**src/hw/msi_bus_pkg.sv**
```systemverilog
`default_nettype none

// register port view of the controller
package msi_bus_pkg;

	typedef logic [7:0]  reg_adr_t;	// word address
	typedef logic [31:0] reg_dat_t;	// data word

	// ============================================================
	// register map
	// ============================================================
	localparam reg_adr_t REG_CTRL      = 8'h00;	// bit 0 global enable
	localparam reg_adr_t REG_THRESH    = 8'h01;	// bits 2:0 priority threshold
	localparam reg_adr_t REG_EMPTY     = 8'h02;	// queue non-empty mask, read only
	localparam reg_adr_t REG_OVFL      = 8'h03;	// sticky overflow, write 1 to clear

	// pending bits, two words for 64 vectors, write 1 to clear
	localparam reg_adr_t REG_PEND_BASE = 8'h04;

	// vector table from here up
	// even word is the handler address, odd word the flags
	localparam reg_adr_t REG_VTBL_BASE = 8'h80;

endpackage

`default_nettype wire

```
**src/hw/msi_irq_pkg.sv**
```systemverilog
`default_nettype none

// interrupt message and vector table layout
package msi_irq_pkg;

	localparam int NVEC = 64;	// vectors per core
	localparam int NPRI = 8;	// priority levels, 0 is never queued

	typedef logic [5:0] vec_t;
	typedef logic [2:0] pri_t;

	typedef logic [NPRI-1:0] pri_mask_t;	// one bit per priority queue

	// one snooped message as held in a queue
	typedef struct packed {
		pri_t pri;
		vec_t vec;
	} msi_msg_t;

	// ============================================================
	// vector table entry
	// ============================================================
	// flags live in the upper word, handler in the lower
	typedef struct packed {
		logic [27:0] rsvd;	// reads back as written
		logic [2:0]  swstk;	// stack selector for the handler
		logic        ie;	// vector enable
		logic [31:0] handler;	// handler address
	} vte_fields_t;

	// same 64 bits seen as two register words, raw[0] is the even word
	typedef union packed {
		vte_fields_t                  f;
		msi_bus_pkg::reg_dat_t [1:0] raw;
	} vte_t;

endpackage

`default_nettype wire

```
**src/hw/msi_que_if.sv**
```systemverilog
`timescale 1ns/1ps
`default_nettype none

// queue bank to dispatcher link
interface msi_que_if;
	import msi_irq_pkg::*;

	pri_mask_t nonempty;	// one bit per queue holding a message
	logic      pop;	// take the head of queue pop_pri
	pri_t      pop_pri;	// queue being looked at
	msi_msg_t  head;	// head of queue pop_pri

	// queue bank side
	modport source (
		output nonempty, head,
		input  pop, pop_pri
	);

	// dispatcher side
	modport sink (
		input  nonempty, head,
		output pop, pop_pri
	);

	// status readout only
	modport monitor (input nonempty);

endinterface

`default_nettype wire

```
**src/hw/msi_dispatch.sv**
```systemverilog
`timescale 1ns/1ps
`default_nettype none

module msi_dispatch (
	input  wire                      clk,
	input  wire                      rst,
	msi_que_if.sink                  que,
	// control levels
	input  wire                      gen_i,
	input  wire msi_irq_pkg::pri_t   thresh_i,
	// vector table lookup
	output msi_irq_pkg::vec_t        lkup_vec_o,
	input  wire msi_irq_pkg::vte_t   lkup_ent_i,
	// core side
	output logic                     irq_o,
	output logic [31:0]              ivect_o,	// handler address
	output logic [2:0]               swstk_o,
	output msi_irq_pkg::pri_t        ipri_o,
	output msi_irq_pkg::vec_t        ivec_o,
	input  wire                      irq_ack_i
);
	import msi_irq_pkg::*;

	localparam logic [1:0] ST_IDLE    = 2'd0;
	localparam logic [1:0] ST_LOOKUP  = 2'd1;	// table read in flight
	localparam logic [1:0] ST_DELIVER = 2'd2;	// irq held for the core

	logic [1:0] state;
	pri_mask_t  elig;
	pri_t       sel;
	logic       any;
	msi_msg_t   msg_q;	// message popped for this round

	// ============================================================
	// pick the highest eligible queue
	// ============================================================
	always_comb begin
		elig = '0;
		sel  = '0;
		for (int p = 1; p < NPRI; p++)
			elig[p] = que.nonempty[p] && pri_t'(p) > thresh_i;
		for (int p = 1; p < NPRI; p++)
			if (elig[p])
				sel = pri_t'(p);	// later hit is higher priority
	end

	assign any         = |elig;
	assign que.pop     = state == ST_IDLE && any;	// never while irq is up
	assign que.pop_pri = sel;
	assign lkup_vec_o  = que.head.vec;	// entry is ready in ST_LOOKUP

	// ============================================================
	// sequence
	// ============================================================
	always_ff @(posedge clk) begin
		if (rst) begin
			state <= ST_IDLE;
			irq_o <= 1'b0;
		end else begin
			case (state)
			ST_IDLE:
				if (any)
					state <= ST_LOOKUP;
			ST_LOOKUP:
				if (lkup_ent_i.f.ie && gen_i) begin
					irq_o <= 1'b1;
					state <= ST_DELIVER;
				end else
					state <= ST_IDLE;	// disabled, message is dropped
			ST_DELIVER:
				if (irq_ack_i) begin
					irq_o <= 1'b0;
					state <= ST_IDLE;
				end
			default: state <= ST_IDLE;
			endcase
		end
	end

	// core side payload, stable from the rise of irq_o to the ack
	always_ff @(posedge clk) begin
		if (que.pop)
			msg_q <= que.head;
		if (state == ST_LOOKUP) begin
			ivect_o <= lkup_ent_i.f.handler;
			swstk_o <= lkup_ent_i.f.swstk;
			ipri_o  <= msg_q.pri;
			ivec_o  <= msg_q.vec;
		end
	end

endmodule

`default_nettype wire

```
**src/flat_wrapper.sv**
```systemverilog
// flat-port wrapper written by rule: the top's interface ports become plain ports
module msi_dispatch_flat import msi_irq_pkg::*;
  (clk, rst, gen_i, thresh_i, lkup_vec_o, lkup_ent_i, irq_o, ivect_o, swstk_o, ipri_o, ivec_o, irq_ack_i, que_nonempty, que_head, que_pop, que_pop_pri);
  msi_que_if que_i ();
  input  wire clk;
  input  wire rst;
  input  wire gen_i;
  input  wire msi_irq_pkg::pri_t thresh_i;
  output msi_irq_pkg::vec_t lkup_vec_o;
  input  wire msi_irq_pkg::vte_t lkup_ent_i;
  output logic irq_o;
  output logic [31:0] ivect_o;
  output logic [2:0] swstk_o;
  output msi_irq_pkg::pri_t ipri_o;
  output msi_irq_pkg::vec_t ivec_o;
  input  wire irq_ack_i;
  input wire logic [$bits(que_i.nonempty)-1:0] que_nonempty;
  input wire logic [$bits(que_i.head)-1:0] que_head;
  output wire logic [$bits(que_i.pop)-1:0] que_pop;
  output wire logic [$bits(que_i.pop_pri)-1:0] que_pop_pri;
  assign que_i.nonempty = que_nonempty;
  assign que_i.head = que_head;
  assign que_pop = que_i.pop;
  assign que_pop_pri = que_i.pop_pri;
  msi_dispatch u_core (.clk(clk), .rst(rst), .que(que_i), .gen_i(gen_i), .thresh_i(thresh_i), .lkup_vec_o(lkup_vec_o), .lkup_ent_i(lkup_ent_i), .irq_o(irq_o), .ivect_o(ivect_o), .swstk_o(swstk_o), .ipri_o(ipri_o), .ivec_o(ivec_o), .irq_ack_i(irq_ack_i));
endmodule
```
**config.mk**
```make
export PLATFORM = sky130hd
export DESIGN_NAME = msi_dispatch_flat
export DESIGN_NICKNAME = d
export VERILOG_FILES = /design/src/hw/msi_bus_pkg.sv /design/src/hw/msi_irq_pkg.sv /design/src/hw/msi_que_if.sv /design/src/hw/msi_dispatch.sv /design/src/flat_wrapper.sv
export SDC_FILE = /design/constraint.sdc
export NUM_CORES = 1
export LEC_CHECK = 0
export ABC_AREA = 1
export BUFFER_PORTS_ARGS = -buffer_cell sky130_fd_sc_hd__buf_2
export CORE_MARGIN = 10
export CORE_UTILIZATION = 35
export CTS_CLUSTER_SIZE = 14
export DETAILED_ROUTE_END_ITERATION = 6
export PLACE_DENSITY_LB_ADDON = 0.15
export SYNTH_ARGS = -nofsm -noshare
export SYNTH_HDL_FRONTEND = slang
export SYNTH_SLANG_ARGS = --single-unit
```
**constraint.sdc**
```tcl
create_clock -name clk -period 2.6 [get_ports clk]
set_input_delay 0.65 -clock clk [delete_from_list [all_inputs] [get_ports clk]]
set_output_delay 0.65 -clock clk [all_outputs]
set_load 0.01 [all_outputs]
```
==> summary.md <==
| Metric | Value |
|---|---|
| CTS tree | `built` |
| Fin Clk Skew | `0.0108 ns` |
| Max incr delay on CP | `0.18 ns` |
| Max-Cap Viols | `0` |
| Global-route wire length before repair | `6080 um` |
| Clock Path Buffers | `2` |
| Total of warnings raised by yosys | `0` |
| Largest net degree at the start of global routing | `38` |
| Initial DRT Pass Iterations | `4` |
| Max IR drop VDD | `0.259 mV` |
| Max-slew violation count | `0` |
| Via count | `1220` |
| Number of diodes | `0` |
| Gr usage total | `8.94%` |
| Initial Utilization | `36.6%` |
| Yosys reg bits | `56` |
| DRT Wirelength | `4190 um` |
| Fin nets | `309` |
| RSZ-0062 raised after global routing | `no` |
| Initial antenna violation count | `0` |
| Sequential share of the synthesized area | `87.2%` |
| Rows | `26` |
| Clock power share | `26.0%` |
| Cell variety after synth | `14` |
| FILL cells | `475` |
| Switch share | `23.3%` |
| IO Pins | `143` |
| Die Wd | `93.6 um` |
| Die area | `8760 um2` |
| Port buffer count | `113` |
| Estimated wirelength of the detail-placed design | `3450 um` |
| Least-Margin Pin Slew | `0.443 ns` |
| Commonest non-fill, non-tap cell in the layout | `buf_2` |
| Drc violations | `0` |
| Crit path top cell by count | `nand2_1` |
| CP arrival | `1.48 ns` |
| Hold Crit Class | `flip-flop to flip-flop` |
| Hold Fails Final Rpt | `0` |
| Crit path launch type | `primary input` |
| Critical Path, Cell by Cell | `buf_2, nor2_1, nand2_1, nand2_1, nor2_1, nand2_1, nand2_1, inv_1, buf_2` |
| Clock Latency Late Sink | `0.31 ns` |
| Final period util | `82.0%` |
| Final Util | `50.6%` |
| Layout Area Growth over Synthesis | `38.0%` |
| Max_slew headroom | `70.4%` |
| Clock transition at path regs | `0.09 ns` |
| Mean Syn Cell Area | `18.0 um2` |
| Pwr/cell area | `678 nW/um2` |
| Starting DRT DRC Count | `26` |
| Gpl congestion | `0.730` |
| Hold bufs inserted after CTS | `0` |
| Pleak | `1.15 nW` |
| Layout cells sized above 1 | `58.6%` |
| Setup TNS | `0 ns` |
| Syn nets | `193` |
| Inserted Clock Buffers | `5` |
| CP max-delay cell | `nor2_1` |
| Total power | `1.77 mW` |
| Total gr overflow | `0` |
| P_int | `1.36 mW` |
| Setup WS pre-CTS | `0.459 ns` |
| ANT nets after route | `0` |
| WL per Instance | `14.3 um` |
| Synth Instances | `105` |
| CP Max Fanout | `4` |
| Hold WS | `0.426 ns` |
| Worst setup margin | `0.468 ns` |
| Synth Cell Area | `1890 um2` |
| Core area | `5170 um2` |
| DR vias/cell | `4.18` |
| Final setup fails | `0` |
| Chip height | `93.6 um` |
| Status | `complete, no violations` |
| Area of the multi-input gates | `183 um2` |
| Fmax | `0.469 GHz` |
| Post-CTS Setup Bufs | `0` |
| # clock sinks | `56` |
| Leading cell types in the layout, fill and taps excluded | `buf_2 (113), edfxtp_1 (53), nand2_1 (18)` |
| CP endpoint kind | `output pin` |
| H-tree depth reported by CTS | `2` |
| Sw power | `0.412 mW` |
| Minimum clock period | `2.13 ns` |
| Post-cts sizing count | `0` |
| Data required time of the critical path | `1.95 ns` |
| Reg area | `1650 um2` |
| Cell Count, Final, Fillers Out | `292` |
| Placed insts | `284` |
| Flop pwr share | `61.8%` |
| Post-DP Area | `2520 um2` |
| Final instance area | `2620 um2` |
| Logic pwr share | `12.2%` |
| Vias in the first global route | `1266` |
| Crit Path Category | `primary input to output pin` |
| Root Buffer | `clkbuf_8` |
==> per-layer routing <==
metal	global-route usage, %	vias up	share of wire (%)
met5	0	-	0
met3	4.72	8	12
met2	14.7	75	46
li1	-	599	-
met1	9.36	538	40
met4	3.80	0	1.5
==> Yosys cell counts <==
library cell	count	area share, %
edfxtp_1	53	84
nand2_1	18	3.6
buf_4	6	2.4
nor2_1	6	1.2
inv_1	5	0.99
nand3_1	5	1.3
dfxtp_1	3	3.2
a21oi_1	2	0.53
nand2_2	2	0.66
a31o_2	1	0.46
inv_2	1	0.20
nand3_2	1	0.53
nand3b_1	1	0.40
nor2_4	1	0.59
==> final timing paths <==
| check | from | end | slack, ns | cells past startpoint |
|---|---|---|---|---|
| worst max-delay path | thresh_i[1] | que_pop | 0.47 | 9 |
| worst min-delay path | u_core.msg_q[4] | u_core.ivec_o[4] | 0.43 | 0 |
| worst max register to register | u_core.state[0] | u_core.ivect_o[18] | 1.13 | 3 |
| worst min register to register | u_core.msg_q[4] | u_core.ivec_o[4] | 0.43 | 0 |
==> layout make-up <==
type                            count  share of cell area, %
Inverter                            6                  0.861
Timing Repair Buffer              115                   22.2
Sequential cell                    56                   63.2
Clock buffer                        5                   2.63
Multi-Input combinational cell     37                   6.99
Tap cell                           70                   3.35
Clock inverter                      3                  0.813
==> registers in the layout, summed over array words and instances, names as in the netlist <==
name,cells
u_core.ivec_o,6
u_core.ipri_o,3
u_core.state,2
u_core.irq_o,1
u_core.ivect_o,32
u_core.msg_q,9
u_core.swstk_o,3
==> critical path, delay by kind of cell <==
kind | cells | cell delay (ns)
buffers and inverters | 3 | 0.30
and+or+nand+nor | 6 | 0.52
==> power by group through the flow <==
stage	clock network (mW)	logic, mW	registers, mW
after CTS	0.481	0.224	1.10
final	0.461	0.217	1.10
after global placement	0	0.223	1.12
after detailed placement	0	0.224	1.12
after global routing	0.523	0.241	1.10
after floorplan	0	0.0659	1.15
==> cell families after synthesis <==
| logic type | Yosys count | synth area share [%] |
|---|---|---|
| buf+inv | 12 | 3.57 |
| compound gates | 3 | 0.991 |
| simple gates | 34 | 8.26 |
| flops | 56 | 87.2 |
Power figures use the tool's default switching activity.
