==> config.mk <==
export PLATFORM = sky130hd
export DESIGN_NAME = msi_queue_bank_flat
export DESIGN_NICKNAME = d
export VERILOG_FILES = /design/src/hw/msi_bus_pkg.sv /design/src/hw/msi_irq_pkg.sv /design/src/hw/msi_que_if.sv /design/src/hw/msi_queue_bank.sv /design/src/flat_wrapper.sv
export SDC_FILE = /design/constraint.sdc
export NUM_CORES = 1
export LEC_CHECK = 0
export BUFFER_PORTS_ARGS = -buffer_cell sky130_fd_sc_hd__buf_2
export CORE_ASPECT_RATIO = 1.5
export CORE_UTILIZATION = 61
export CTS_CLUSTER_DIAMETER = 80
export CTS_CLUSTER_SIZE = 8
export DETAILED_ROUTE_END_ITERATION = 10
export PLACE_DENSITY = 0.85
export SYNTH_ARGS = -nofsm -noshare
export SYNTH_HDL_FRONTEND = slang
export SYNTH_SLANG_ARGS = --single-unit
==> constraint.sdc <==
create_clock -name clk -period 2.6 [get_ports clk]
set_input_delay 0 -clock clk [delete_from_list [all_inputs] [get_ports clk]]
set_output_delay 0 -clock clk [all_outputs]
set_load 0.02 [all_outputs]
==> src/hw/msi_bus_pkg.sv <==
`default_nettype none

// register port view of the controller
package msi_bus_pkg;

	typedef logic [7:0]  reg_adr_t;	// word address
	typedef logic [31:0] reg_dat_t;	// data word

	// ============================================================
	// register map
	// ============================================================
	localparam reg_adr_t REG_CTRL      = 8'h00;	// bit 0 global enable
	localparam reg_adr_t REG_THRESH    = 8'h01;	// bits 2:0 priority threshold
	localparam reg_adr_t REG_EMPTY     = 8'h02;	// queue non-empty mask, read only
	localparam reg_adr_t REG_OVFL      = 8'h03;	// sticky overflow, write 1 to clear

	// pending bits, two words for 64 vectors, write 1 to clear
	localparam reg_adr_t REG_PEND_BASE = 8'h04;

	// vector table from here up
	// even word is the handler address, odd word the flags
	localparam reg_adr_t REG_VTBL_BASE = 8'h80;

endpackage

`default_nettype wire

==> src/hw/msi_irq_pkg.sv <==
`default_nettype none

// interrupt message and vector table layout
package msi_irq_pkg;

	localparam int NVEC = 64;	// vectors per core
	localparam int NPRI = 8;	// priority levels, 0 is never queued

	typedef logic [5:0] vec_t;
	typedef logic [2:0] pri_t;

	typedef logic [NPRI-1:0] pri_mask_t;	// one bit per priority queue

	// one snooped message as held in a queue
	typedef struct packed {
		pri_t pri;
		vec_t vec;
	} msi_msg_t;

	// ============================================================
	// vector table entry
	// ============================================================
	// flags live in the upper word, handler in the lower
	typedef struct packed {
		logic [27:0] rsvd;	// reads back as written
		logic [2:0]  swstk;	// stack selector for the handler
		logic        ie;	// vector enable
		logic [31:0] handler;	// handler address
	} vte_fields_t;

	// same 64 bits seen as two register words, raw[0] is the even word
	typedef union packed {
		vte_fields_t                  f;
		msi_bus_pkg::reg_dat_t [1:0] raw;
	} vte_t;

endpackage

`default_nettype wire

==> src/hw/msi_que_if.sv <==
`timescale 1ns/1ps
`default_nettype none

// queue bank to dispatcher link
interface msi_que_if;
	import msi_irq_pkg::*;

	pri_mask_t nonempty;	// one bit per queue holding a message
	logic      pop;	// take the head of queue pop_pri
	pri_t      pop_pri;	// queue being looked at
	msi_msg_t  head;	// head of queue pop_pri

	// queue bank side
	modport source (
		output nonempty, head,
		input  pop, pop_pri
	);

	// dispatcher side
	modport sink (
		input  nonempty, head,
		output pop, pop_pri
	);

	// status readout only
	modport monitor (input nonempty);

endinterface

`default_nettype wire

==> src/hw/msi_queue_bank.sv <==
`timescale 1ns/1ps
`default_nettype none

module msi_queue_bank #(
	parameter logic [5:0] CORE_NO   = 6'd5,	// core this controller serves
	parameter int         QUE_DEPTH = 4	// entries per queue, power of two
) (
	input  wire                         clk,
	input  wire                         rst,
	// snooped message
	input  wire                         msg_valid_i,
	input  wire [5:0]                   msg_core_i,
	input  wire msi_irq_pkg::vec_t      msg_vec_i,
	input  wire msi_irq_pkg::pri_t      msg_pri_i,
	// events to the register block
	output logic                        take_o,
	output msi_irq_pkg::vec_t           take_vec_o,
	output msi_irq_pkg::pri_mask_t      drop_o,
	msi_que_if.source                   que
);
	import msi_irq_pkg::*;

	localparam int PW = $clog2(QUE_DEPTH);

	logic      accept;
	pri_mask_t full;
	pri_mask_t nonempty;
	msi_msg_t  in_msg;
	msi_msg_t  heads [NPRI];

	// ours, and not priority 0
	assign accept = msg_valid_i && msg_core_i == CORE_NO && msg_pri_i != '0;
	assign in_msg = '{pri: msg_pri_i, vec: msg_vec_i};

	assign take_o     = accept;	// pending bit is set even when dropped
	assign take_vec_o = msg_vec_i;
	assign drop_o     = accept ? (full & (pri_mask_t'(1) << msg_pri_i)) : '0;

	// priority 0 has no queue
	assign full[0]     = 1'b0;
	assign nonempty[0] = 1'b0;
	assign heads[0]    = '0;

	// ============================================================
	// one FIFO per priority
	// ============================================================
	for (genvar g = 1; g < NPRI; g++) begin : g_que
		msi_msg_t    mem [QUE_DEPTH];
		logic [PW:0] wp, rp;	// extra bit tells full from empty
		logic        push, pull;

		assign push = accept && msg_pri_i == pri_t'(g) && !full[g];
		assign pull = que.pop && que.pop_pri == pri_t'(g) && nonempty[g];

		assign full[g]     = wp[PW] != rp[PW] && wp[PW-1:0] == rp[PW-1:0];
		assign nonempty[g] = wp != rp;
		assign heads[g]    = mem[rp[PW-1:0]];

		always_ff @(posedge clk)
			if (push)
				mem[wp[PW-1:0]] <= in_msg;

		always_ff @(posedge clk) begin
			if (rst) begin
				wp <= '0;
				rp <= '0;
			end else begin
				if (push)
					wp <= wp + 1'b1;
				if (pull)
					rp <= rp + 1'b1;
			end
		end
	end

	assign que.nonempty = nonempty;
	assign que.head     = heads[que.pop_pri];	// head follows the select

endmodule

`default_nettype wire

==> src/flat_wrapper.sv <==
// flat-port wrapper written by rule: the top's interface ports become plain ports
module msi_queue_bank_flat import msi_irq_pkg::*;
#(
	parameter logic [5:0] CORE_NO   = 6'd5,	                              
	parameter int         QUE_DEPTH = 4	                                  
)
  (clk, rst, msg_valid_i, msg_core_i, msg_vec_i, msg_pri_i, take_o, take_vec_o, drop_o, que_nonempty, que_head, que_pop, que_pop_pri);
  msi_que_if que_i ();
  input  wire clk;
  input  wire rst;
  input  wire msg_valid_i;
  input  wire [5:0] msg_core_i;
  input  wire msi_irq_pkg::vec_t msg_vec_i;
  input  wire msi_irq_pkg::pri_t msg_pri_i;
  output logic take_o;
  output msi_irq_pkg::vec_t take_vec_o;
  output msi_irq_pkg::pri_mask_t drop_o;
  output wire logic [$bits(que_i.nonempty)-1:0] que_nonempty;
  output wire logic [$bits(que_i.head)-1:0] que_head;
  input wire logic [$bits(que_i.pop)-1:0] que_pop;
  input wire logic [$bits(que_i.pop_pri)-1:0] que_pop_pri;
  assign que_nonempty = que_i.nonempty;
  assign que_head = que_i.head;
  assign que_i.pop = que_pop;
  assign que_i.pop_pri = que_pop_pri;
  msi_queue_bank #(.CORE_NO(CORE_NO), .QUE_DEPTH(QUE_DEPTH)) u_core (.clk(clk), .rst(rst), .msg_valid_i(msg_valid_i), .msg_core_i(msg_core_i), .msg_vec_i(msg_vec_i), .msg_pri_i(msg_pri_i), .take_o(take_o), .take_vec_o(take_vec_o), .drop_o(drop_o), .que(que_i));
endmodule
==> results.toml <==
[timing]
fin_worst_skew_ns = 0.01886
maxSlewHeadroom = 0.3356
min_period_over_period = 0.9746
min_period_ns = 2.534
fmax_mhz = 394.7
timing.final.hold_violations = 0
finalSetupViolations = 0
rsz0062_at_grt = "false"
final_max_slew_viol_count = 0
worstMarginPinSlew_ns = 0.9966
hold_ws_ns = 0.04300
tns_ns = 0

[floorplan]
die_x_um = 120.9
num_rows = 64
core_um2 = 20580
fp.dieH_um = 180.4
ios = 54
fp.dieArea_um2 = 21810
initial_core_util = 0.6288

[min_path]
holdPathEnd = "u_core.g_que[3].mem[1][2]$_DFFE_PP_"
worstHoldPathCells = 1
hp-class = "input pin to flip-flop"
holdCritStartpoint = "msg_vec_i[2]"

[run]
drv_cap = 0

[cells_and_area]
antenna_cells = 0
syn_to_final_growth_pct = 14.45
fin_nets = 938
layout-drive-gt1-share = 0.2334
final_util = 0.7197

[setup_path]
crit_type = "flip-flop to primary output"
crit_fanout = 9
end_kind = "primary output"
cp.arrival_ns = 2.53
critPathLaunchType = "flip-flop"
worstRegToRegCells = 4
worst_ep_required_time_ns = 2.60
worstReg2RegStart = "u_core.g_que[7].wp[0]$_SDFFE_PP0P_"
r2r-end = "u_core.g_que[7].mem[2][7]$_DFFE_PP_"
regToRegSetupSlack_ns = 0.51

[grt]
grtUsageTotal = 0.2778
grt_pass1_vias = 7784
grt_max_degree = 53
grt_pass1_wl_um = 44910
antenna_found_initial = 0
grt-ovfl-total = 0

[drt]
first_pass_iters = 5
drt-vias-per-instance = 6.418
post_drt_wl_per_cell_um = 24.73
drc = 0
routed_wirelength_um = 29210
drt_iter0_drc = 673
vias = 7580
ant_nets = 0

[placed_design]
gp_congestion = 0.8351
dp_hpwl_um = 17850
io_buffers = 51

[synthesis]
synth_edf_count = 252
synth_cell_type_count = 49
synthMostInstantiatedCell = "edfxtp_1"
ys_async_sr_fraction = 0
synth_area_leader_cell = "edfxtp_1"
synth_area_leaders = "edfxtp_1, dfxtp_1, mux4_2, ha_1, mux2_2"
synth_top_area_share = 0.5847
synth_seq_area_share = 0.6714
syn_area_per_cell_um2 = 16.08
synth_area_um2 = 12940
synth-seq-cells = 308
synthTopCellsByCount = "edfxtp_1, dfxtp_1, mux4_2"
synthCells = 805
synth-main-ff-cell = "edfxtp_1"
yosysWarnings = 0

[clock_tree]
clockBufferDepth = 3
insertion_delay_ns = 0.52
tritoncts = "yes"
htree_levels = 2
clkTransAtPathRegs_ns = 0.05
cts_sinks = 308
postCtsSetupBuffers = 0
root_buffer = "clkbuf_16"
cts_buffers = 44

[power_and_ir_drop]
vdd_ir_drop_max_mv = 0.4427
p_per_area_nw_per_um2 = 738.0
p_leak_nw = 5.119

[outcome]
status = "complete, no violations"
## cell families (layout without fill, tap and decap cells)
family | count (synthesis) | count (layout) | synth area share
other | 1 | 2 | 0.0002898
AOI/OAI and AO/OA | 112 | 112 | 0.06111
buffers and inverters | 67 | 178 | 0.02291
adders and majority gates | 35 | 35 | 0.03384
xor gates and xnor gates | 37 | 37 | 0.02504
DFF | 308 | 308 | 0.6714
muxes | 91 | 91 | 0.1170
and+or+nand+nor | 154 | 154 | 0.06845
## per-layer routing
layer | vias to the layer above | GRT usage | share of wire | wire length [µm]
li1 | 3303 | - | - | -
met1 | 3818 | 0.3524 | 0.38 | 11220
met2 | 379 | 0.4734 | 0.51 | 15020
met3 | 80 | 0.03513 | 0.057 | 1661
met4 | 0 | 0.1299 | 0.045 | 1313
met5 | - | 0 | 0 | 0
## flip-flops by register name, indices dropped and copies added (netlist names), named ones only
name	cells
u_core.g_que.mem	252
u_core.g_que.wp	21
u_core.g_que.rp	21
## placed cells by master, fill, tap and decap left out, types with 12 or more instances in the layout
| master | count |
|---|---|
| edfxtp_1 | 252 |
| dfxtp_1 | 51 |
| buf_2 | 51 |
| mux4_2 | 45 |
| clkbuf_16 | 45 |
| ha_1 | 35 |
| a21oi_1 | 34 |
| clkbuf_1 | 34 |
| nor2_1 | 33 |
| mux2_2 | 32 |
| nand2_1 | 24 |
| xor2_1 | 22 |
| buf_4 | 22 |
| and3_1 | 21 |
| inv_1 | 20 |
| xnor2_1 | 15 |
| a22oi_1 | 15 |
| nand3_1 | 14 |
| mux2i_1 | 14 |
| nor3_1 | 13 |
| o31ai_1 | 12 |
| o21ai_0 | 12 |
## critical path: stages, from the launching register on
cell and delay, ns:
dfxtp_1 0.54, mux2_2 0.38, a222oi_1 0.55, and4_1 0.31, a21oi_1 0.05, buf_2 0.17
## timing repair
action                                  in CTS  in global routing
pin swaps                                    0                  0
endpoints found under the setup margin       2                  2
hold endpoints to repair                    33                  0
resized for setup                            3                  2
hold buffers                                 3                  0
## where the power goes
part / total [W] / leakage [nW] / switching (W) / internal (W)
Sequential: 0.00534 / 2.72 / 0.000000452 / 0.00534
Combinational: 0.000288 / 1.78 / 0.000218 / 0.0000693
Clock: 0.00531 / 0.618 / 0.00198 / 0.00333
## cell type report
type                    count  area (µm²)
fillers                  1184        5768
clock inverters             3       47.55
repair buffers             76       450.4
clock buffers              79        1254
inverters                  20       75.07
flip-flops and latches    308        8695
multi-input cells         431        3960
well taps                 264       330.3
## worst max-delay path by stage
stage | slack [ns] | end | cells after the start
after floorplan | 0.63 | u_core.g_que[3].mem[3][0]$_DFFE_PP_ | 3
after global placement | 0.57 | que_head[0] | 5
after detailed placement | 0.44 | u_core.g_que[7].mem[2][2]$_DFFE_PP_ | 4
after CTS | 0.04 | que_head[8] | 5
after global routing | 0.007 | que_head[2] | 6
final | 0.07 | que_head[1] | 5
## stage by stage
step | total power, W | setup WS [ns] | instances | cell area [µm²]
final | 0.01093 | 0.06612 | 1181 | 14810
after floorplan | 0.005560 | 0.6301 | 806 | 12940
after global placement | 0.005700 | 0.5693 | 1096 | 13470
after detailed placement | 0.005708 | 0.4388 | 1096 | 13470
after global routing | 0.01117 | 0.007416 | 1181 | 14810
after CTS | 0.01095 | 0.03586 | 1181 | 14810
Power figures use the tool's default switching activity.
