--- src/hw/msi_bus_pkg.sv ---
`default_nettype none

// register port view of the controller
package msi_bus_pkg;

	typedef logic [7:0]  reg_adr_t;	// word address
	typedef logic [31:0] reg_dat_t;	// data word

	// ============================================================
	// register map
	// ============================================================
	localparam reg_adr_t REG_CTRL      = 8'h00;	// bit 0 global enable
	localparam reg_adr_t REG_THRESH    = 8'h01;	// bits 2:0 priority threshold
	localparam reg_adr_t REG_EMPTY     = 8'h02;	// queue non-empty mask, read only
	localparam reg_adr_t REG_OVFL      = 8'h03;	// sticky overflow, write 1 to clear

	// pending bits, two words for 64 vectors, write 1 to clear
	localparam reg_adr_t REG_PEND_BASE = 8'h04;

	// vector table from here up
	// even word is the handler address, odd word the flags
	localparam reg_adr_t REG_VTBL_BASE = 8'h80;

endpackage

`default_nettype wire

--- src/hw/msi_irq_pkg.sv ---
`default_nettype none

// interrupt message and vector table layout
package msi_irq_pkg;

	localparam int NVEC = 64;	// vectors per core
	localparam int NPRI = 8;	// priority levels, 0 is never queued

	typedef logic [5:0] vec_t;
	typedef logic [2:0] pri_t;

	typedef logic [NPRI-1:0] pri_mask_t;	// one bit per priority queue

	// one snooped message as held in a queue
	typedef struct packed {
		pri_t pri;
		vec_t vec;
	} msi_msg_t;

	// ============================================================
	// vector table entry
	// ============================================================
	// flags live in the upper word, handler in the lower
	typedef struct packed {
		logic [27:0] rsvd;	// reads back as written
		logic [2:0]  swstk;	// stack selector for the handler
		logic        ie;	// vector enable
		logic [31:0] handler;	// handler address
	} vte_fields_t;

	// same 64 bits seen as two register words, raw[0] is the even word
	typedef union packed {
		vte_fields_t                  f;
		msi_bus_pkg::reg_dat_t [1:0] raw;
	} vte_t;

endpackage

`default_nettype wire

--- src/hw/msi_que_if.sv ---
`timescale 1ns/1ps
`default_nettype none

// queue bank to dispatcher link
interface msi_que_if;
	import msi_irq_pkg::*;

	pri_mask_t nonempty;	// one bit per queue holding a message
	logic      pop;	// take the head of queue pop_pri
	pri_t      pop_pri;	// queue being looked at
	msi_msg_t  head;	// head of queue pop_pri

	// queue bank side
	modport source (
		output nonempty, head,
		input  pop, pop_pri
	);

	// dispatcher side
	modport sink (
		input  nonempty, head,
		output pop, pop_pri
	);

	// status readout only
	modport monitor (input nonempty);

endinterface

`default_nettype wire

--- src/hw/msi_regs.sv ---
`timescale 1ns/1ps
`default_nettype none

module msi_regs (
	input  wire                           clk,
	input  wire                           rst,
	// register port
	input  wire                           reg_cs_i,
	input  wire                           reg_we_i,
	input  wire msi_bus_pkg::reg_adr_t    reg_adr_i,
	input  wire msi_bus_pkg::reg_dat_t    reg_dat_i,
	output msi_bus_pkg::reg_dat_t         reg_dat_o,
	output logic                          reg_ack_o,
	// intake events from the queue bank
	input  wire                           take_i,
	input  wire msi_irq_pkg::vec_t        take_vec_i,
	input  wire msi_irq_pkg::pri_mask_t   drop_i,
	msi_que_if.monitor                    que,
	// levels for the dispatcher
	output logic                          gen_o,
	output msi_irq_pkg::pri_t             thresh_o,
	// vector table access
	output logic                          tbl_we_o,
	output msi_bus_pkg::reg_adr_t         tbl_adr_o,
	output msi_bus_pkg::reg_dat_t         tbl_dat_o,
	input  wire msi_bus_pkg::reg_dat_t    tbl_dat_i
);
	import msi_bus_pkg::*;
	import msi_irq_pkg::*;

	logic            wr_stb, rd_stb;
	logic            is_vtbl, is_pend;
	logic [NVEC-1:0] pend_q;	// one bit per vector
	logic [NVEC-1:0] pend_set, pend_clr;
	pri_mask_t       ovfl_q, ovfl_clr;
	reg_dat_t        rd_mux;
	reg_dat_t        rd_dat_q;	// latched register read
	logic            rd_tbl_q;	// read in flight targets the table

	assign wr_stb  = reg_cs_i & reg_we_i;
	assign rd_stb  = reg_cs_i & ~reg_we_i;
	assign is_vtbl = reg_adr_i >= REG_VTBL_BASE;
	assign is_pend = reg_adr_i[7:1] == REG_PEND_BASE[7:1];	// two words

	// table accesses go straight through, the table decodes its own word
	assign tbl_we_o  = wr_stb & is_vtbl;
	assign tbl_adr_o = reg_adr_i;
	assign tbl_dat_o = reg_dat_i;

	// ============================================================
	// pending and overflow bits
	// ============================================================
	always_comb begin
		pend_set = '0;
		pend_clr = '0;
		ovfl_clr = '0;
		if (take_i)
			pend_set[take_vec_i] = 1'b1;	// set on every accepted message
		if (wr_stb && is_pend)
			pend_clr[{reg_adr_i[0], 5'd0} +: 32] = reg_dat_i;	// word 0 or 1
		if (wr_stb && reg_adr_i == REG_OVFL)
			ovfl_clr = reg_dat_i[NPRI-1:0];
	end

	always_ff @(posedge clk) begin
		if (rst) begin
			gen_o     <= 1'b0;
			thresh_o  <= '0;
			pend_q    <= '0;
			ovfl_q    <= '0;
			reg_ack_o <= 1'b0;
			rd_tbl_q  <= 1'b0;
		end else begin
			reg_ack_o <= reg_cs_i;	// one cycle after every strobe
			rd_tbl_q  <= rd_stb & is_vtbl;
			// a set in the same cycle beats the clear
			pend_q <= (pend_q & ~pend_clr) | pend_set;
			ovfl_q <= (ovfl_q & ~ovfl_clr) | drop_i;
			if (wr_stb && reg_adr_i == REG_CTRL)
				gen_o <= reg_dat_i[0];
			if (wr_stb && reg_adr_i == REG_THRESH)
				thresh_o <= reg_dat_i[2:0];
		end
	end

	// ============================================================
	// read path
	// ============================================================
	always_comb begin
		rd_mux = '0;
		if (is_pend)
			rd_mux = pend_q[{reg_adr_i[0], 5'd0} +: 32];
		else
			case (reg_adr_i)
			REG_CTRL:   rd_mux[0] = gen_o;
			REG_THRESH: rd_mux[2:0] = thresh_o;
			REG_EMPTY:  rd_mux[NPRI-1:0] = que.nonempty;	// live queue state
			REG_OVFL:   rd_mux[NPRI-1:0] = ovfl_q;
			default:    ;	// unmapped reads return zero
			endcase
	end

	always_ff @(posedge clk)
		if (rd_stb)
			rd_dat_q <= rd_mux;

	// table data arrives one cycle after the strobe, same as the ack
	assign reg_dat_o = rd_tbl_q ? tbl_dat_i : rd_dat_q;

endmodule

`default_nettype wire

--- src/flat_wrapper.sv ---
// flat-port wrapper written by rule: the top's interface ports become plain ports
module msi_regs_flat import msi_bus_pkg::*; import msi_irq_pkg::*;
  (clk, rst, reg_cs_i, reg_we_i, reg_adr_i, reg_dat_i, reg_dat_o, reg_ack_o, take_i, take_vec_i, drop_i, gen_o, thresh_o, tbl_we_o, tbl_adr_o, tbl_dat_o, tbl_dat_i, que_nonempty);
  msi_que_if que_i ();
  input  wire clk;
  input  wire rst;
  input  wire reg_cs_i;
  input  wire reg_we_i;
  input  wire msi_bus_pkg::reg_adr_t reg_adr_i;
  input  wire msi_bus_pkg::reg_dat_t reg_dat_i;
  output msi_bus_pkg::reg_dat_t reg_dat_o;
  output logic reg_ack_o;
  input  wire take_i;
  input  wire msi_irq_pkg::vec_t take_vec_i;
  input  wire msi_irq_pkg::pri_mask_t drop_i;
  output logic gen_o;
  output msi_irq_pkg::pri_t thresh_o;
  output logic tbl_we_o;
  output msi_bus_pkg::reg_adr_t tbl_adr_o;
  output msi_bus_pkg::reg_dat_t tbl_dat_o;
  input  wire msi_bus_pkg::reg_dat_t tbl_dat_i;
  input wire logic [$bits(que_i.nonempty)-1:0] que_nonempty;
  assign que_i.nonempty = que_nonempty;
  msi_regs u_core (.clk(clk), .rst(rst), .reg_cs_i(reg_cs_i), .reg_we_i(reg_we_i), .reg_adr_i(reg_adr_i), .reg_dat_i(reg_dat_i), .reg_dat_o(reg_dat_o), .reg_ack_o(reg_ack_o), .take_i(take_i), .take_vec_i(take_vec_i), .drop_i(drop_i), .que(que_i), .gen_o(gen_o), .thresh_o(thresh_o), .tbl_we_o(tbl_we_o), .tbl_adr_o(tbl_adr_o), .tbl_dat_o(tbl_dat_o), .tbl_dat_i(tbl_dat_i));
endmodule
--- config.mk ---
export PLATFORM = sky130hd
export DESIGN_NAME = msi_regs_flat
export DESIGN_NICKNAME = d
export VERILOG_FILES = /design/src/hw/msi_bus_pkg.sv /design/src/hw/msi_irq_pkg.sv /design/src/hw/msi_que_if.sv /design/src/hw/msi_regs.sv /design/src/flat_wrapper.sv
export SDC_FILE = /design/constraint.sdc
export NUM_CORES = 1
export LEC_CHECK = 0
export ABC_AREA = 0
export BUFFER_PORTS_ARGS = -buffer_cell sky130_fd_sc_hd__buf_2
export CORE_UTILIZATION = 28
export DETAILED_ROUTE_END_ITERATION = 6
export PLACE_DENSITY = 0.58
export SETUP_SLACK_MARGIN = 0.5
export SYNTH_ARGS = -nofsm -noshare
export SYNTH_HDL_FRONTEND = slang
export SYNTH_SLANG_ARGS = --single-unit
export TNS_END_PERCENT = 5
--- constraint.sdc ---
create_clock -name clk -period 2.9 [get_ports clk]
set_input_delay 0.145 -clock clk [delete_from_list [all_inputs] [get_ports clk]]
set_output_delay 0.145 -clock clk [all_outputs]
set_load 0.02 [all_outputs]
==> out/metrics.cfg <==
[logic_synthesis]
postSynthAreaPerCell_sq_um=9.629
yosysTopAreaCellShare_pct=25.70
async_flop_share_pct=0
synth.most_common_cell=dfxtp_1
ys_dominant_reg_cell=dfxtp_1
yosysSeqAreaShare_pct=41.52
synthTopCellsByCount=dfxtp_1 (78), inv_1 (72), a21oi_1 (50), buf_4 (42)
syn_inst=631
yosys.area.top_type=dfxtp_1
syn-num-nets=730
synth_edf_count=32
synth_cell_types=50
synth_area_leaders=dfxtp_1 (26%), edfxtp_1 (16%), mux2_2 (6.7%), mux2i_1 (6.1%), buf_4 (5.2%)
synth.cell_area_sq_um=6076
ys_warn_count=0
ys_ff_latch=110

[outcome]
status=finished clean

[global_routing]
grt_pass1_vias=4585
grt.busiest_layer=met2
gr-usage-met1_pct=22.11
grt_first_pass_wirelength_microns=26600
grt-ovfl-total=0
grt_start_max_net_pins=80
grt_util_met3_pct=3.394
grtUsageTotal_pct=15.74
grtUsageMet2_pct=24.63
antenna_found_initial=3

[cells_and_area]
finalNetCount=836
nFillCells=2232
area_delta_synth_final_pct=17.92
drive_above_1_share_pct=35.71

[timing]
relSlewSlack_pct=33.39
worst_pin_slew_ns=0.9937
rsz0062_at_grt=no
setup-tns-final_ns=0
fin_crit_sh_pct=70.13
setup_violations=0
whs_ns=0.008964
final_max_slew_viol_count=0
fmax_mhz=491.7
finClkSkew_ns=0.005566
hold_viol_final=0
min_period_ns=2.034

[drt]
vias=5096
drt_wl_total_microns=17600
drcViolationCount=0
vias_per_cell=5.006
ant_nets=0
drtIter0Drc=343
wl_per_cell_microns=17.29
dr.pass1.iters=5

[clock_network]
cts_sinks=110
htreeDepth=3
cts_buffer_depth=2
insertion_delay_ns=0.35
cts_buffers=9
path_clk_slew_ns=0.08
cts_tree=yes
cts-root-buf=clkbuf_16

[floorplanning]
io_pins=177
coreArea_sq_um=21150
die_y_microns=149.3
fp.dieArea_sq_um=22290
start_util_pct=28.72
die_width_microns=149.3
rows=53

[worst_setup_path]
worst_setup_path_end_kind=primary output
startpoint=u_core.rd_tbl_q
rr_startpoint=u_core.thresh_o[1]
crit_path_start_kind=flop
arrival_ns=1.89
crit_required_ns=2.76
path_max_fanout=21
path_class=flop to primary output

[flow_run]
max_cap_violations=0

[placed_design]
gp_congestion=0.7630
port_buffers=176
hpwl_microns=12440

[pwr]
vdd_drop_max_v=0.0002684
leakage_nw=2.725
power_density_nw_per_um2=470.5

[hold_path]
hold_class=input port to flop
min_from=reg_dat_i[3]

==> where the power goes <==
part / switching, W / leakage (nW) / total, W / internal [W]
logic: 0.000290 / 1.63 / 0.000453 / 0.000163
clock network: 0.000607 / 0.153 / 0.00130 / 0.000691
registers: 0.0000138 / 0.944 / 0.00162 / 0.00161
total: 0.000911 / 2.72 / 0.00337 / 0.00246
==> routing by layer <==
layer | part of all wire [%] | wire length (microns)
met2 | 46 | 8074
met1 | 48 | 8363
met3 | 5.5 | 973
met4 | 0.91 | 160
met5 | 0.18 | 31
==> state kept, by name, indices dropped and copies added, names as in the netlist <==
name	count
u_core.thresh_o	3
u_core.rd_dat_q	32
u_core.rd_tbl_q	1
u_core.gen_o	1
u_core.ovfl_q	8
u_core.reg_ack_o	1
u_core.pend_q	64
==> cells by family after synthesis <==
| family | synth area share, % |
|---|---|
| buf+inv | 13.65 |
| flops | 41.52 |
| simple gates | 15.28 |
| mux | 12.77 |
| compound gates | 16.78 |
==> through the flow <==
step	instance area, sq um	cells	total power (W)	setup slack, ns	utilization (%)
after floorplan	6076	631	0.001955	0.8563	-
after global placement	6842	1000	0.002107	0.9235	32.34
after detailed placement	6842	1000	0.002110	0.9604	32.34
after CTS	7152	1016	0.003403	0.7801	33.81
after global routing	7162	1017	0.003503	0.7019	33.86
final	7164	1018	0.003371	0.8663	33.87
==> what timing repair did <==
action                     4_1_cts  5_1_grt
buffers inserted                 0        0
gates resized for setup          0        0
hold endpoints to repair         0        1
hold buffers                     0        1
setup endpoints to repair        0        0
==> critical path, cell delays in order (launching register included) <==
cell and delay [ns]:
dfxtp_1 0.75, buf_12 0.26, mux2_2 0.36, buf_2 0.16
==> cell type report <==
type	count	area, sq um	share of cell area (%)
diodes	1	2.502	0.03493
inverters	72	270.3	3.772
repair buffers	187	978.4	13.66
multi-input cells	357	2736	38.19
clock buffers	9	225.2	3.144
well taps	275	344.1	4.803
clock inverters	7	85.08	1.188
flip-flops and latches	110	2522	35.21
==> cell usage in the layout (no fill, tap or decap), types with 2 or more instances in the layout <==
master,synthesis,final
nand3_1,13,13
nor4b_1,2,2
a21oi_1,50,50
nor3b_1,3,3
mux2i_1,37,37
a311oi_1,17,17
and4b_1,4,4
a31oi_1,8,8
and4bb_2,4,4
nand2b_1,3,3
o32ai_1,32,32
dfxtp_1,78,78
nor2b_1,9,8
and4_1,2,2
nor2_1,37,37
inv_1,72,72
inv_6,0,4
buf_4,42,9
and3b_1,2,2
o31ai_1,3,3
a211oi_1,24,24
buf_2,19,176
nor4_2,15,15
clkbuf_16,0,9
nand2_1,8,8
mux2_2,36,36
o22ai_1,6,6
nor4_1,18,18
nand4_1,4,4
edfxtp_1,32,32
nand3b_1,3,3
==> path summary, 6_finish.rpt <==
path                   endpoint  slack [ns]  cells past startpoint
min reg2reg   u_core.pend_q[53]        0.48                      2
max reg2reg  u_core.rd_dat_q[1]        1.77                      3
min            u_core.ovfl_q[3]       0.009                      2
max               reg_dat_o[14]        0.87                      3
No activity file was read; power rests on OpenSTA's default activity.
